==> src/verilog/bank_mem_pkg.sv <==
// Shared widths, read latency and FSM state types; imported by every RTL module and the bench
package bank_mem_pkg;

  // Bus side, one 64-bit beat per access
  localparam int unsigned BUS_ADDR_WIDTH  = 16;
  localparam int unsigned BUS_DATA_WIDTH  = 64;
  localparam int unsigned BUS_STRB_WIDTH  = BUS_DATA_WIDTH / 8;

  // Bank side, 32-bit SRAM words
  localparam int unsigned MEM_DATA_WIDTH  = 32;
  localparam int unsigned MEM_STRB_WIDTH  = MEM_DATA_WIDTH / 8;
  localparam int unsigned NUM_BANKS       = 4;
  // Banks touched by one bus beat
  localparam int unsigned LANES           = BUS_DATA_WIDTH / MEM_DATA_WIDTH;

  // Byte address bits 3:2 pick the bank, bits 9:4 the row
  localparam int unsigned BANK_SEL_OFFSET = 2;
  localparam int unsigned BANK_SEL_WIDTH  = 2;
  localparam int unsigned MEM_ADDR_WIDTH  = 6;

  // Cycles from a granted read to valid rdata
  localparam int unsigned MEM_LATENCY     = 1;

  typedef logic [BUS_ADDR_WIDTH-1:0] bus_addr_t;
  typedef logic [BUS_DATA_WIDTH-1:0] bus_data_t;
  typedef logic [BUS_STRB_WIDTH-1:0] bus_strb_t;
  typedef logic [MEM_ADDR_WIDTH-1:0] mem_addr_t;
  typedef logic [MEM_DATA_WIDTH-1:0] mem_data_t;
  typedef logic [MEM_STRB_WIDTH-1:0] mem_strb_t;
  typedef logic [BANK_SEL_WIDTH-1:0] bank_sel_t;

  // Unit a bank was last given to, decides the next contested grant
  typedef enum logic {
    OWNER_RD = 1'b0,
    OWNER_WR = 1'b1
  } owner_e;

  typedef enum logic [1:0] {WR_IDLE, WR_ISSUE, WR_RESP} wr_state_e;

  typedef enum logic [1:0] {RD_IDLE, RD_ISSUE, RD_WAIT, RD_RESP} rd_state_e;

endpackage

==> src/verilog/bank_req_if.sv <==
// Two-lane bank request and read return between one access unit and the bank crossbar
`timescale 1ns/1ps

interface bank_req_if import bank_mem_pkg::*; ();

  // Request side, one entry per 32-bit lane
  logic      [LANES-1:0] req;
  logic      [LANES-1:0] gnt;
  bank_sel_t [LANES-1:0] bank_sel;
  mem_addr_t [LANES-1:0] addr;
  logic      [LANES-1:0] we;
  mem_data_t [LANES-1:0] wdata;
  mem_strb_t [LANES-1:0] strb;

  // Read return, pulses MEM_LATENCY cycles after a read grant
  logic      [LANES-1:0] rvalid;
  mem_data_t [LANES-1:0] rdata;

  // Access unit end
  modport unit (
    output req, bank_sel, addr, we, wdata, strb,
    input  gnt, rvalid, rdata
  );

  // Crossbar end
  modport xbar (
    input  req, bank_sel, addr, we, wdata, strb,
    output gnt, rvalid, rdata
  );

endinterface

==> src/verilog/bank_mem_top.sv <==
// Top of the banked memory slave; bus ports to the two units, bank ports to the crossbar
`timescale 1ns/1ps

module bank_mem_top import bank_mem_pkg::*; (
  input  logic                      clk_i,
  input  logic                      rst_n_i,
  // Write request and response
  input  logic                      wr_valid_i,
  output logic                      wr_ready_o,
  input  bus_addr_t                 wr_addr_i,
  input  bus_data_t                 wr_data_i,
  input  bus_strb_t                 wr_strb_i,
  output logic                      wr_bvalid_o,
  input  logic                      wr_bready_i,
  // Read request and response
  input  logic                      rd_valid_i,
  output logic                      rd_ready_o,
  input  bus_addr_t                 rd_addr_i,
  output logic                      rd_rvalid_o,
  output bus_data_t                 rd_rdata_o,
  input  logic                      rd_rready_i,
  // SRAM banks
  output logic      [NUM_BANKS-1:0] mem_req_o,
  input  logic      [NUM_BANKS-1:0] mem_gnt_i,
  output mem_addr_t [NUM_BANKS-1:0] mem_addr_o,
  output logic      [NUM_BANKS-1:0] mem_we_o,
  output mem_data_t [NUM_BANKS-1:0] mem_wdata_o,
  output mem_strb_t [NUM_BANKS-1:0] mem_be_o,
  input  mem_data_t [NUM_BANKS-1:0] mem_rdata_i
);

  // Lane links, unit side to crossbar
  bank_req_if wr_bus ();
  bank_req_if rd_bus ();

  bank_wr_unit i_wr_unit (
    .clk_i       ( clk_i       ),
    .rst_n_i     ( rst_n_i     ),
    .wr_valid_i  ( wr_valid_i  ),
    .wr_ready_o  ( wr_ready_o  ),
    .wr_addr_i   ( wr_addr_i   ),
    .wr_data_i   ( wr_data_i   ),
    .wr_strb_i   ( wr_strb_i   ),
    .wr_bvalid_o ( wr_bvalid_o ),
    .wr_bready_i ( wr_bready_i ),
    .wr_bus      ( wr_bus.unit )
  );

  bank_rd_unit i_rd_unit (
    .clk_i       ( clk_i       ),
    .rst_n_i     ( rst_n_i     ),
    .rd_valid_i  ( rd_valid_i  ),
    .rd_ready_o  ( rd_ready_o  ),
    .rd_addr_i   ( rd_addr_i   ),
    .rd_rvalid_o ( rd_rvalid_o ),
    .rd_rdata_o  ( rd_rdata_o  ),
    .rd_rready_i ( rd_rready_i ),
    .rd_bus      ( rd_bus.unit )
  );

  bank_xbar i_xbar (
    .clk_i       ( clk_i       ),
    .rst_n_i     ( rst_n_i     ),
    .wr_bus      ( wr_bus.xbar ),
    .rd_bus      ( rd_bus.xbar ),
    .mem_req_o   ( mem_req_o   ),
    .mem_gnt_i   ( mem_gnt_i   ),
    .mem_addr_o  ( mem_addr_o  ),
    .mem_we_o    ( mem_we_o    ),
    .mem_wdata_o ( mem_wdata_o ),
    .mem_be_o    ( mem_be_o    ),
    .mem_rdata_i ( mem_rdata_i )
  );

endmodule

==> src/verilog/bank_rd_unit.sv <==
// Read unit; takes one 64-bit read, fetches both lanes from the banks, returns the joined word
`timescale 1ns/1ps

module bank_rd_unit import bank_mem_pkg::*; (
  input  logic      clk_i,
  input  logic      rst_n_i,
  input  logic      rd_valid_i,
  output logic      rd_ready_o,
  input  bus_addr_t rd_addr_i,
  output logic      rd_rvalid_o,
  output bus_data_t rd_rdata_o,
  input  logic      rd_rready_i,
  bank_req_if.unit  rd_bus
);

  rd_state_e        state_q, state_d;
  // Per lane, request granted
  logic [LANES-1:0] done_q, done_d;
  // Per lane, read data captured
  logic [LANES-1:0] got_q, got_d;
  logic             collect;
  bus_addr_t        addr_q;
  bus_data_t        rdata_q;

  assign rd_ready_o  = (state_q == RD_IDLE);
  assign rd_rvalid_o = (state_q == RD_RESP);
  assign rd_rdata_o  = rdata_q;

  // Data of an early lane may come back while the other still waits for a grant
  assign collect = (state_q == RD_ISSUE) || (state_q == RD_WAIT);

  always_comb begin
    for (int j = 0; j < LANES; j++) begin
      rd_bus.req[j]      = (state_q == RD_ISSUE) && !done_q[j];
      rd_bus.bank_sel[j] = {addr_q[BANK_SEL_OFFSET+BANK_SEL_WIDTH-1], j[0]};
      rd_bus.addr[j]     = addr_q[BANK_SEL_OFFSET+BANK_SEL_WIDTH +: MEM_ADDR_WIDTH];
      // Read only, write payload tied off
      rd_bus.we[j]       = 1'b0;
      rd_bus.wdata[j]    = '0;
      rd_bus.strb[j]     = '0;
    end
  end

  always_comb begin
    state_d = state_q;
    done_d  = done_q;
    got_d   = got_q;
    if (collect) begin
      got_d = got_q | rd_bus.rvalid;
    end
    case (state_q)
      RD_IDLE: begin
        if (rd_valid_i) begin
          state_d = RD_ISSUE;
          done_d  = '0;
          got_d   = '0;
        end
      end
      RD_ISSUE: begin
        done_d = done_q | (rd_bus.req & rd_bus.gnt);
        // Last grant always returns data at least one cycle later
        if (&done_d) begin
          state_d = RD_WAIT;
        end
      end
      RD_WAIT: begin
        if (&got_d) begin
          state_d = RD_RESP;
        end
      end
      RD_RESP: begin
        // Hold data until the bus takes it
        if (rd_rready_i) begin
          state_d = RD_IDLE;
        end
      end
      default: state_d = RD_IDLE;
    endcase
  end

  always_ff @(posedge clk_i) begin
    if (!rst_n_i) begin
      state_q <= RD_IDLE;
      done_q  <= '0;
      got_q   <= '0;
    end else begin
      state_q <= state_d;
      done_q  <= done_d;
      got_q   <= got_d;
    end
  end

  always_ff @(posedge clk_i) begin
    if (rd_valid_i && rd_ready_o) begin
      addr_q <= rd_addr_i;
    end
  end

  // Lane 0 fills the low half
  always_ff @(posedge clk_i) begin
    for (int j = 0; j < LANES; j++) begin
      if (collect && rd_bus.rvalid[j]) begin
        rdata_q[j*MEM_DATA_WIDTH +: MEM_DATA_WIDTH] <= rd_bus.rdata[j];
      end
    end
  end

endmodule

==> src/verilog/bank_wr_unit.sv <==
// Write unit; takes one strobed 64-bit write, splits it over two bank lanes, then answers
`timescale 1ns/1ps

module bank_wr_unit import bank_mem_pkg::*; (
  input  logic      clk_i,
  input  logic      rst_n_i,
  input  logic      wr_valid_i,
  output logic      wr_ready_o,
  input  bus_addr_t wr_addr_i,
  input  bus_data_t wr_data_i,
  input  bus_strb_t wr_strb_i,
  output logic      wr_bvalid_o,
  input  logic      wr_bready_i,
  bank_req_if.unit  wr_bus
);

  wr_state_e        state_q, state_d;
  logic [LANES-1:0] done_q, done_d;
  bus_addr_t        addr_q;
  bus_data_t        data_q;
  bus_strb_t        strb_q;

  // Only idle takes a new write
  assign wr_ready_o  = (state_q == WR_IDLE);
  assign wr_bvalid_o = (state_q == WR_RESP);

  // Lane j carries the j-th 32-bit half, bank low select bit equals lane
  always_comb begin
    for (int j = 0; j < LANES; j++) begin
      wr_bus.req[j]      = (state_q == WR_ISSUE) && !done_q[j];
      wr_bus.bank_sel[j] = {addr_q[BANK_SEL_OFFSET+BANK_SEL_WIDTH-1], j[0]};
      wr_bus.addr[j]     = addr_q[BANK_SEL_OFFSET+BANK_SEL_WIDTH +: MEM_ADDR_WIDTH];
      wr_bus.we[j]       = 1'b1;
      wr_bus.wdata[j]    = data_q[j*MEM_DATA_WIDTH +: MEM_DATA_WIDTH];
      wr_bus.strb[j]     = strb_q[j*MEM_STRB_WIDTH +: MEM_STRB_WIDTH];
    end
  end

  always_comb begin
    state_d = state_q;
    done_d  = done_q;
    case (state_q)
      WR_IDLE: begin
        if (wr_valid_i) begin
          state_d = WR_ISSUE;
          done_d  = '0;
        end
      end
      WR_ISSUE: begin
        // A lane is finished on its grant
        done_d = done_q | (wr_bus.req & wr_bus.gnt);
        if (&done_d) begin
          state_d = WR_RESP;
        end
      end
      WR_RESP: begin
        if (wr_bready_i) begin
          state_d = WR_IDLE;
        end
      end
      default: state_d = WR_IDLE;
    endcase
  end

  always_ff @(posedge clk_i) begin
    if (!rst_n_i) begin
      state_q <= WR_IDLE;
      done_q  <= '0;
    end else begin
      state_q <= state_d;
      done_q  <= done_d;
    end
  end

  // Write payload, loaded on the accept edge
  always_ff @(posedge clk_i) begin
    if (wr_valid_i && wr_ready_o) begin
      addr_q <= wr_addr_i;
      data_q <= wr_data_i;
      strb_q <= wr_strb_i;
    end
  end

endmodule

==> src/verilog/bank_xbar.sv <==
// Bank crossbar; shares the four banks between write and read unit and routes read data back
`timescale 1ns/1ps

module bank_xbar import bank_mem_pkg::*; (
  input  logic                       clk_i,
  input  logic                       rst_n_i,
  bank_req_if.xbar                   wr_bus,
  bank_req_if.xbar                   rd_bus,
  output logic      [NUM_BANKS-1:0]  mem_req_o,
  input  logic      [NUM_BANKS-1:0]  mem_gnt_i,
  output mem_addr_t [NUM_BANKS-1:0]  mem_addr_o,
  output logic      [NUM_BANKS-1:0]  mem_we_o,
  output mem_data_t [NUM_BANKS-1:0]  mem_wdata_o,
  output mem_strb_t [NUM_BANKS-1:0]  mem_be_o,
  input  mem_data_t [NUM_BANKS-1:0]  mem_rdata_i
);

  // Per bank, which unit wants it and which one got it this cycle
  logic [NUM_BANKS-1:0] wr_want, rd_want;
  logic [NUM_BANKS-1:0] wr_take, rd_take;
  // Per bank, read data valid on mem_rdata_i
  logic [NUM_BANKS-1:0] ret_vld;

  for (genvar b = 0; b < NUM_BANKS; b++) begin : gen_bank
    owner_e                 sel, sel_q, owner_q;
    logic                   lock_q;
    logic [MEM_LATENCY-1:0] ret_q;

    // Only lane (b mod LANES) of a unit can target bank b
    assign wr_want[b] = wr_bus.req[b % LANES] && (wr_bus.bank_sel[b % LANES] == b);
    assign rd_want[b] = rd_bus.req[b % LANES] && (rd_bus.bank_sel[b % LANES] == b);

    // Lock-in while the bank stalls, otherwise alternate on conflict
    always_comb begin
      if (lock_q) begin
        sel = sel_q;
      end else if (wr_want[b] && rd_want[b]) begin
        sel = (owner_q == OWNER_WR) ? OWNER_RD : OWNER_WR;
      end else if (wr_want[b]) begin
        sel = OWNER_WR;
      end else begin
        sel = OWNER_RD;
      end
    end

    assign mem_req_o[b]   = (sel == OWNER_WR) ? wr_want[b] : rd_want[b];
    assign mem_addr_o[b]  = (sel == OWNER_WR) ? wr_bus.addr[b % LANES] : rd_bus.addr[b % LANES];
    assign mem_we_o[b]    = (sel == OWNER_WR) ? wr_bus.we[b % LANES] : rd_bus.we[b % LANES];
    assign mem_wdata_o[b] = (sel == OWNER_WR) ? wr_bus.wdata[b % LANES] : rd_bus.wdata[b % LANES];
    assign mem_be_o[b]    = (sel == OWNER_WR) ? wr_bus.strb[b % LANES] : rd_bus.strb[b % LANES];

    assign wr_take[b] = mem_req_o[b] && mem_gnt_i[b] && (sel == OWNER_WR);
    assign rd_take[b] = mem_req_o[b] && mem_gnt_i[b] && (sel == OWNER_RD);

    // Oldest stage of the return pipe
    assign ret_vld[b] = ret_q[MEM_LATENCY-1];

    always_ff @(posedge clk_i) begin
      if (!rst_n_i) begin
        lock_q  <= 1'b0;
        sel_q   <= OWNER_RD;
        owner_q <= OWNER_RD;
        ret_q   <= '0;
      end else begin
        lock_q <= mem_req_o[b] && !mem_gnt_i[b];
        sel_q  <= sel;
        // Owner moves only when both units competed
        if (wr_want[b] && rd_want[b] && mem_req_o[b] && mem_gnt_i[b]) begin
          owner_q <= sel;
        end
        // Read grants travel MEM_LATENCY cycles
        ret_q <= MEM_LATENCY'({ret_q, rd_take[b]});
      end
    end
  end

  // Fold bank grants and returns back onto the lanes
  always_comb begin
    wr_bus.gnt    = '0;
    rd_bus.gnt    = '0;
    rd_bus.rvalid = '0;
    rd_bus.rdata  = '0;
    for (int b = 0; b < NUM_BANKS; b++) begin
      if (wr_take[b]) begin
        wr_bus.gnt[b % LANES] = 1'b1;
      end
      if (rd_take[b]) begin
        rd_bus.gnt[b % LANES] = 1'b1;
      end
      if (ret_vld[b]) begin
        rd_bus.rvalid[b % LANES] = 1'b1;
        rd_bus.rdata[b % LANES]  = mem_rdata_i[b];
      end
    end
  end

  // Writes get no data back
  assign wr_bus.rvalid = '0;
  assign wr_bus.rdata  = '0;

endmodule
==> config.mk <==
export PLATFORM = sky130hd
export DESIGN_NAME = bank_mem_top
export DESIGN_NICKNAME = d
export VERILOG_FILES = /design/src/verilog/bank_mem_pkg.sv /design/src/verilog/bank_req_if.sv /design/src/verilog/bank_mem_top.sv /design/src/verilog/bank_rd_unit.sv /design/src/verilog/bank_wr_unit.sv /design/src/verilog/bank_xbar.sv
export SDC_FILE = /design/constraint.sdc
export NUM_CORES = 1
export LEC_CHECK = 0
export BUFFER_PORTS_ARGS = -buffer_cell sky130_fd_sc_hd__buf_2
export CAP_MARGIN = 20
export CELL_PAD_IN_SITES_DETAIL_PLACEMENT = 0
export CELL_PAD_IN_SITES_GLOBAL_PLACEMENT = 2
export CORE_AREA = 2 2 190 192
export CTS_BUF_LIST = sky130_fd_sc_hd__clkbuf_8
export CTS_CLUSTER_SIZE = 24
export DETAILED_ROUTE_END_ITERATION = 10
export DIE_AREA = 0 0 192 194
export HOLD_SLACK_MARGIN = 0.06
export PLACE_DENSITY = 0.7
export SLEW_MARGIN = 0
export SYNTH_ARGS = -nofsm -noshare
export SYNTH_HDL_FRONTEND = slang
export SYNTH_SLANG_ARGS = --single-unit
==> constraint.sdc <==
create_clock -name clk_i -period 2.6 [get_ports clk_i]
set_input_delay 0.65 -clock clk_i [delete_from_list [all_inputs] [get_ports clk_i]]
set_output_delay 0.65 -clock clk_i [all_outputs]
set_load 0.005 [all_outputs]
==> impl_metrics.yaml, run 1 <==
power_and_ir_drop:
  power.share.clock_pct: 24.5
  switching_share_pct: 29.0
  power.leakage_nw: 5.60
  intPower_mw: 5.34
  p_per_area_nw_per_um2: 585
  irDropWorstVdd_mv: 0.334
  power_frac_comb_pct: 29.2
  seqPwrFrac_pct: 46.4
  p_sw_mw: 2.18
setup_path:
  worst_setup_path_start_kind: "flop"
  crit_fanout: 6
  worstRegToRegCells: 7
  cp_data_required_time_ns: 1.95
  path_class: "flop to output port"
  end_kind: "output port"
  cp.arrival_ns: 2.30
detailed_routing:
  routed_wl_mm: 30.0
  wl_per_cell_um: 19.0
  dr.pass1.iters: 4
  ant_nets: 0
  vias: 6726
  route.detailed.drc: 0
  vias_per_cell: 4.27
  drtIter0Drc: 170
placed_design:
  dpl_cell_area_um2: 11000
  gp_congestion: 0.779
  dpl.hpwl_mm: 20.9
  io_buffers: 467
  pre_cts_slack_ns: 0.00878
sta:
  grt_setup_unrepaired: "yes"
  finalMaxSlewViolations: 0
  fmax_ghz: 0.339
  setup_viol: 175
  hold_ws_ns: 0.325
  min_period_over_period_pct: 113
  timing.final.ws_setup_ns: -0.350
  tns_ns: -42.02
  period_minus_slack_ns: 2.95
  hold_violations: 0
  slew-limit-headroom_pct: 57.7
  finClkSkew_ns: 0.0114
  tightest_slew_ns: 0.618
finish:
  num-nets-final: 1348
  final_design_area_no_fill_um2: 12900
  syn_to_final_growth_pct: 63.8
  drive_above_1_share_pct: 62.7
  multi_input_comb_area_um2: 2970
  final_util_pct: 36.5
  n_fill_cell: 3543
  regArea_um2: 5030
synth:
  ys_async_sr_fraction_pct: 0
  synth_nets: 831
  synth_area_um2: 7850
  seq_area_frac_synth_pct: 64.0
  synth_edf_count: 150
  synthCells: 585
  yosysWarnings: 0
  synthTopCellsByCount: "and2_1, edfxtp_1, a22o_1"
  synth_ff_type: "edfxtp_1"
  ys_seq_elements: 176
  synth_top_area_cell: "edfxtp_1"
  avgSynthCellArea_um2: 13.4
  netlist_top_cells_area: "edfxtp_1, and2_1, a22o_1"
  synth_top_area_share_pct: 57.4
  yosysMostFrequentCell: "and2_1"
  synth_cell_types: 49
grt:
  grt_pass1_vias: 6895
  grt_pass1_wl_mm: 41.4
  track_usage_pct: 15.2
  grt_remaining_overflow: 0
  grt_antenna_before_repair: 3
  grt_max_degree: 35
min_path:
  hold_depth: 1
  min_path_type: "input port to flop"
clock_network:
  clock-sinks: 176
  cts_buffers: 17
  cts_buffer_depth: 2
  h-tree-depth: 4
  root_buffer: "clkbuf_8"
  clk_pin_slew_worst_paths_ns: 0.10
  ctsHoldBuffers: 0
  cts_tree: "built"
  clk_latency_ns: 0.49
die:
  die_w_um: 192
  die-area_um2: 37200
  core_um2: 35200
  num_io_pins: 486
  start_util_pct: 22.3
  rows: 69
  die_h_um: 194
job:
  max_cap_viol_count: 0
run_status:
  violations: "setup timing"
  status: "finished, violations left"
==> per-layer routing <==
| layer | routed length (µm) | global-route usage, % | share of wire (%) | up-vias |
|---|---|---|---|---|
| met5 | 27 | 0 | 0.090 | - |
| met4 | 558 | 5.48 | 1.9 | 4 |
| met3 | 2920 | 5.85 | 9.7 | 31 |
| met2 | 15700 | 28.1 | 52 | 326 |
| met1 | 10800 | 15.4 | 36 | 3195 |
| li1 | - | - | - | 3170 |
==> metrics by stage <==
step	std cells	power (mW)
5_1_grt	1576	7.93
2_1_floorplan	585	4.24
3_3_place_gp	1511	5.18
6_report	1577	7.52
3_5_place_dp	1511	5.18
4_1_cts	1561	7.45
==> logic make-up (layout without fill, tap and decap cells) <==
| logic type | count (synthesis) | after routing | synth area share, % |
|---|---|---|---|
| buffers and inverters | 48 | 577 | 2.66 |
| multiplexers | 31 | 31 | 4.35 |
| other | 0 | 2 | 0 |
| adder cells (fa/ha/maj) | 4 | 4 | 0.637 |
| AND/OR/NAND/NOR | 223 | 223 | 17.5 |
| flip-flops | 176 | 176 | 64.0 |
| AO/OA/AOI/OAI | 103 | 103 | 10.9 |
==> sequential cells by signal, summed over array words and instances, names as in the netlist, 4 cells and up <==
signal	flops
i_xbar.gen_bank.lock_q	4
i_wr_unit.wr_bus.wdata	64
i_rd_unit.addr_q	7
i_rd_unit.rd_rdata_o	64
i_xbar.gen_bank.owner_q	4
i_wr_unit.wr_bus.strb	8
i_wr_unit.addr_q	7
i_xbar.gen_bank.sel_q	4
i_xbar.gen_bank.ret_q	4
==> worst paths after layout <==
path | start | slack, ns | end
hold / removal | wr_data_i[45] | 0.33 | i_wr_unit.wr_bus.wdata[45]
setup / recovery | i_rd_unit.state_q[1] | -0.35 | mem_addr_o[7]
hold reg to reg | i_rd_unit.got_q[1] | 0.49 | i_rd_unit.got_q[1]
setup reg to reg | i_wr_unit.addr_q[3] | 0.41 | i_wr_unit.state_q[0]
==> cells in the final DEF, fill, tap and decap left out, types with 3 or more instances in the layout <==
master / netlist / layout
nor2b_1: 12 / 10
mux2_4: 0 / 12
buf_12: 0 / 18
o311a_1: 3 / 3
nand3b_1: 3 / 3
mux2_2: 25 / 13
nand3_1: 3 / 3
nor2_1: 11 / 11
edfxtp_1: 150 / 150
buf_2: 5 / 370
buf_6: 0 / 102
o21ai_0: 10 / 10
buf_4: 6 / 35
inv_6: 0 / 4
clkbuf_16: 0 / 5
mux2i_1: 6 / 6
a22o_1: 64 / 62
dfxtp_2: 0 / 3
clkinvlp_4: 0 / 5
and2_4: 0 / 78
ha_1: 4 / 3
and2_1: 151 / 73
inv_1: 9 / 9
nand2_1: 20 / 19
clkinv_2: 0 / 3
buf_8: 0 / 4
dfxtp_1: 26 / 23
a21oi_2: 0 / 4
and3b_1: 4 / 3
clkbuf_8: 0 / 17
==> critical path, stage by stage, from the launching register on <==
cell and delay (ns):
dfxtp_2 0.34, inv_2 0.07, ha_4 0.16, nor3b_4 0.25, a21oi_2 0.09, a22o_4 0.31, buf_12 0.17, mux2_2 0.29
buf_6 0.12
==> repair_timing <==
action	in CTS	in global routing
cloned	9	5
setup endpoints to repair	176	176
buffers inserted	10	15
pin swaps	38	17
resized for setup	128	109
==> power by group through the flow <==
stage	Combinational, mW	Sequential, mW	Clock [mW]
6_report	2.19	3.49	1.84
5_1_grt	2.37	3.52	2.04
4_1_cts	2.02	3.48	1.95
3_5_place_dp	1.65	3.53	0
3_3_place_gp	1.66	3.52	0
2_1_floorplan	0.747	3.50	0
==> layout make-up <==
class	count	share of cell area, %
antenna	2	0.0389
clock buffer	17	1.82
clock inverter	14	0.914
inverter	9	0.292
multi-input combinational	361	23.1
sequential	176	39.1
tap	461	4.48
timing repair buffer	537	30.3
Note: power is estimated with default switching activity, not from simulation.
==> run 2: changes to the inputs <==
--- a/config.mk
+++ b/config.mk
@@ -9,14 +9,15 @@
 export CAP_MARGIN = 20
 export CELL_PAD_IN_SITES_DETAIL_PLACEMENT = 0
 export CELL_PAD_IN_SITES_GLOBAL_PLACEMENT = 2
-export CORE_AREA = 2 2 190 192
+export CORE_MARGIN = 1
+export CORE_UTILIZATION = 27
 export CTS_BUF_LIST = sky130_fd_sc_hd__clkbuf_8
 export CTS_CLUSTER_SIZE = 24
 export DETAILED_ROUTE_END_ITERATION = 10
-export DIE_AREA = 0 0 192 194
 export HOLD_SLACK_MARGIN = 0.06
-export PLACE_DENSITY = 0.7
+export PLACE_DENSITY = 0.75
 export SLEW_MARGIN = 0
 export SYNTH_ARGS = -nofsm -noshare
 export SYNTH_HDL_FRONTEND = slang
+export SYNTH_HIERARCHICAL = 1
 export SYNTH_SLANG_ARGS = --single-unit
==> impl_metrics.yaml, run 2 <==
run_status:
  status: "finished, violations left"
  violations: "setup timing"
setup_path:
  max_stage_delay_ns: 0.47
  worstReg2RegStart: "i_rd_unit/state_q[1]"
  critPathSlowestCell: "or4b_4"
  cp.arrival_ns: 2.49
  r2r-end: "i_wr_unit/state_q[1]"
  worst_setup_path_start_kind: "flop"
  cp_cell_sequence: "nand2b_4 -> nor2_4 -> or4b_4 -> a22o_4 -> buf_8 -> buf_16 -> mux2_4 -> buf_6"
  worstRegToRegCells: 15
  reg2reg_setup_slack_ns: 0.05
  end_kind: "output port"
  cp_data_required_time_ns: 1.95
  path_class: "flop to output port"
  crit_fanout: 7
sta:
  grt_setup_unrepaired: "yes"
  hold_violations: 0
  min_period_over_period_pct: 121
  fmax_ghz: 0.319
  hold_ws_ns: 0.320
  setup_viol: 176
  tightest_slew_ns: 0.601
  finalMaxSlewViolations: 0
  slew-limit-headroom_pct: 59.9
  period_minus_slack_ns: 3.14
  timing.final.ws_setup_ns: -0.540
  finClkSkew_ns: 0.0177
clock_network:
  cts_tree: "built"
  clk_pin_slew_worst_paths_ns: 0.11
  cts_buffer_depth: 2
  clk_latency_ns: 0.49
  cts_buffers: 17
  root_buffer: "clkbuf_8"
  ctsHoldBuffers: 0
  h-tree-depth: 4
  clock-sinks: 176
min_path:
  min_to: "i_wr_unit/wr_bus.wdata[26]"
  min_path_type: "input port to flop"
  hold_start: "wr_data_i[26]"
  hold_depth: 1
detailed_routing:
  wl_met2_mm: 16.4
  ant_nets: 0
  route.met3.wl_mm: 1.55
  wl_per_cell_um: 18.8
  highest-signal-layer: "met4"
  vias_per_cell: 4.39
  m1WireLength_mm: 13.5
  route.detailed.drc: 0
  vias: 7423
  routed_wl_mm: 31.8
  drtIter0Drc: 264
  dr.pass1.iters: 4
placed_design:
  io_buffers: 467
  pre_cts_slack_ns: -0.120
  place_inst: 1622
  gp_congestion: 0.802
  dpl.hpwl_mm: 22.1
die:
  rows: 68
  core_um2: 34700
  num_io_pins: 486
  die_h_um: 190
  die_w_um: 190
  die-area_um2: 36300
  start_util_pct: 27.6
job:
  max_cap_viol_count: 0
finish:
  n_fill_cell: 3319
  mostFrequentLayoutCell: "buf_2"
  diodes: 0
  most-common-layout-cells: "buf_2, buf_6, edfxtp_1"
  drive_above_1_share_pct: 65.4
  num-nets-final: 1469
  regArea_um2: 5030
  multi_input_comb_area_um2: 4460
  fin_cells: 1690
  final_util_pct: 43.1
  syn_to_final_growth_pct: 56.2
grt:
  grt_remaining_overflow: 0
  track_usage_pct: 16.4
  grt_pass1_wl_mm: 43.9
  grt_antenna_before_repair: 0
  grt_pass1_vias: 7269
  grt_max_degree: 36
power_and_ir_drop:
  fin_total_pwr_mw: 7.47
  p_per_area_nw_per_um2: 499
  irDropWorstVdd_mv: 0.285
  power.leakage_nw: 7.18
synth:
  synth_area_um2: 9580
  synthCells: 695
  avgSynthCellArea_um2: 13.8
  yosysWarnings: 6
## run 2: timing repair
item / in CTS / in global routing
buffers inserted: 21 / 8
setup endpoints to repair: 177 / 180
resized for setup: 171 / 162
pin swaps: 5 / 13
cloned: 9 / 4
## run 2: layout make-up
cell class	count	share of cell area, %
flip-flops and latches	176	33.6
clock inverters	15	1.02
well taps	455	3.80
multi-input cells	453	29.8
inverters	15	0.376
repair buffers	559	29.8
clock buffers	17	1.56
## run 2: metal layers
metal / GRT usage, % / vias to the layer above
li1: - / 3535
met1: 20.5 / 3648
met2: 28.2 / 225
met3: 3.61 / 15
met4: 4.86 / 0
met5: 0 / -
## run 2: how the worst max path moves through the flow
stage               cells past startpoint         endpoint            startpoint
floorplan                               7    mem_addr_o[2]  i_wr_unit/state_q[1]
global placement                        9  mem_wdata_o[25]  i_rd_unit/state_q[1]
detailed placement                      9  mem_wdata_o[25]  i_rd_unit/state_q[1]
CTS                                    10   mem_addr_o[10]  i_rd_unit/state_q[1]
global route                            8  mem_wdata_o[24]  i_wr_unit/state_q[1]
finish                                  8  mem_wdata_o[24]  i_wr_unit/state_q[1]
## run 2: power breakdown
group | switching [mW] | internal (mW) | total (mW)
clock network | 1.22 | 0.714 | 1.93
registers | 0.0926 | 3.22 | 3.32
logic | 0.885 | 1.33 | 2.22
## run 2: critical path, delay by kind of cell (launching register included)
family	cells	cell delay, ns
AOI/OAI and AO/OA	1	0.35
DFF	1	0.33
and+or+nand+nor	3	0.70
muxes	1	0.20
buffers and inverters	3	0.41
## run 2: stage by stage
stage	instance area, µm²	setup TNS [ns]
final	15000	-77.95
after global routing	15000	-101.16
after CTS	14100	-95.80
after detailed placement	12500	-3.91
after global placement	12500	-3.91
after floorplan	9890	0
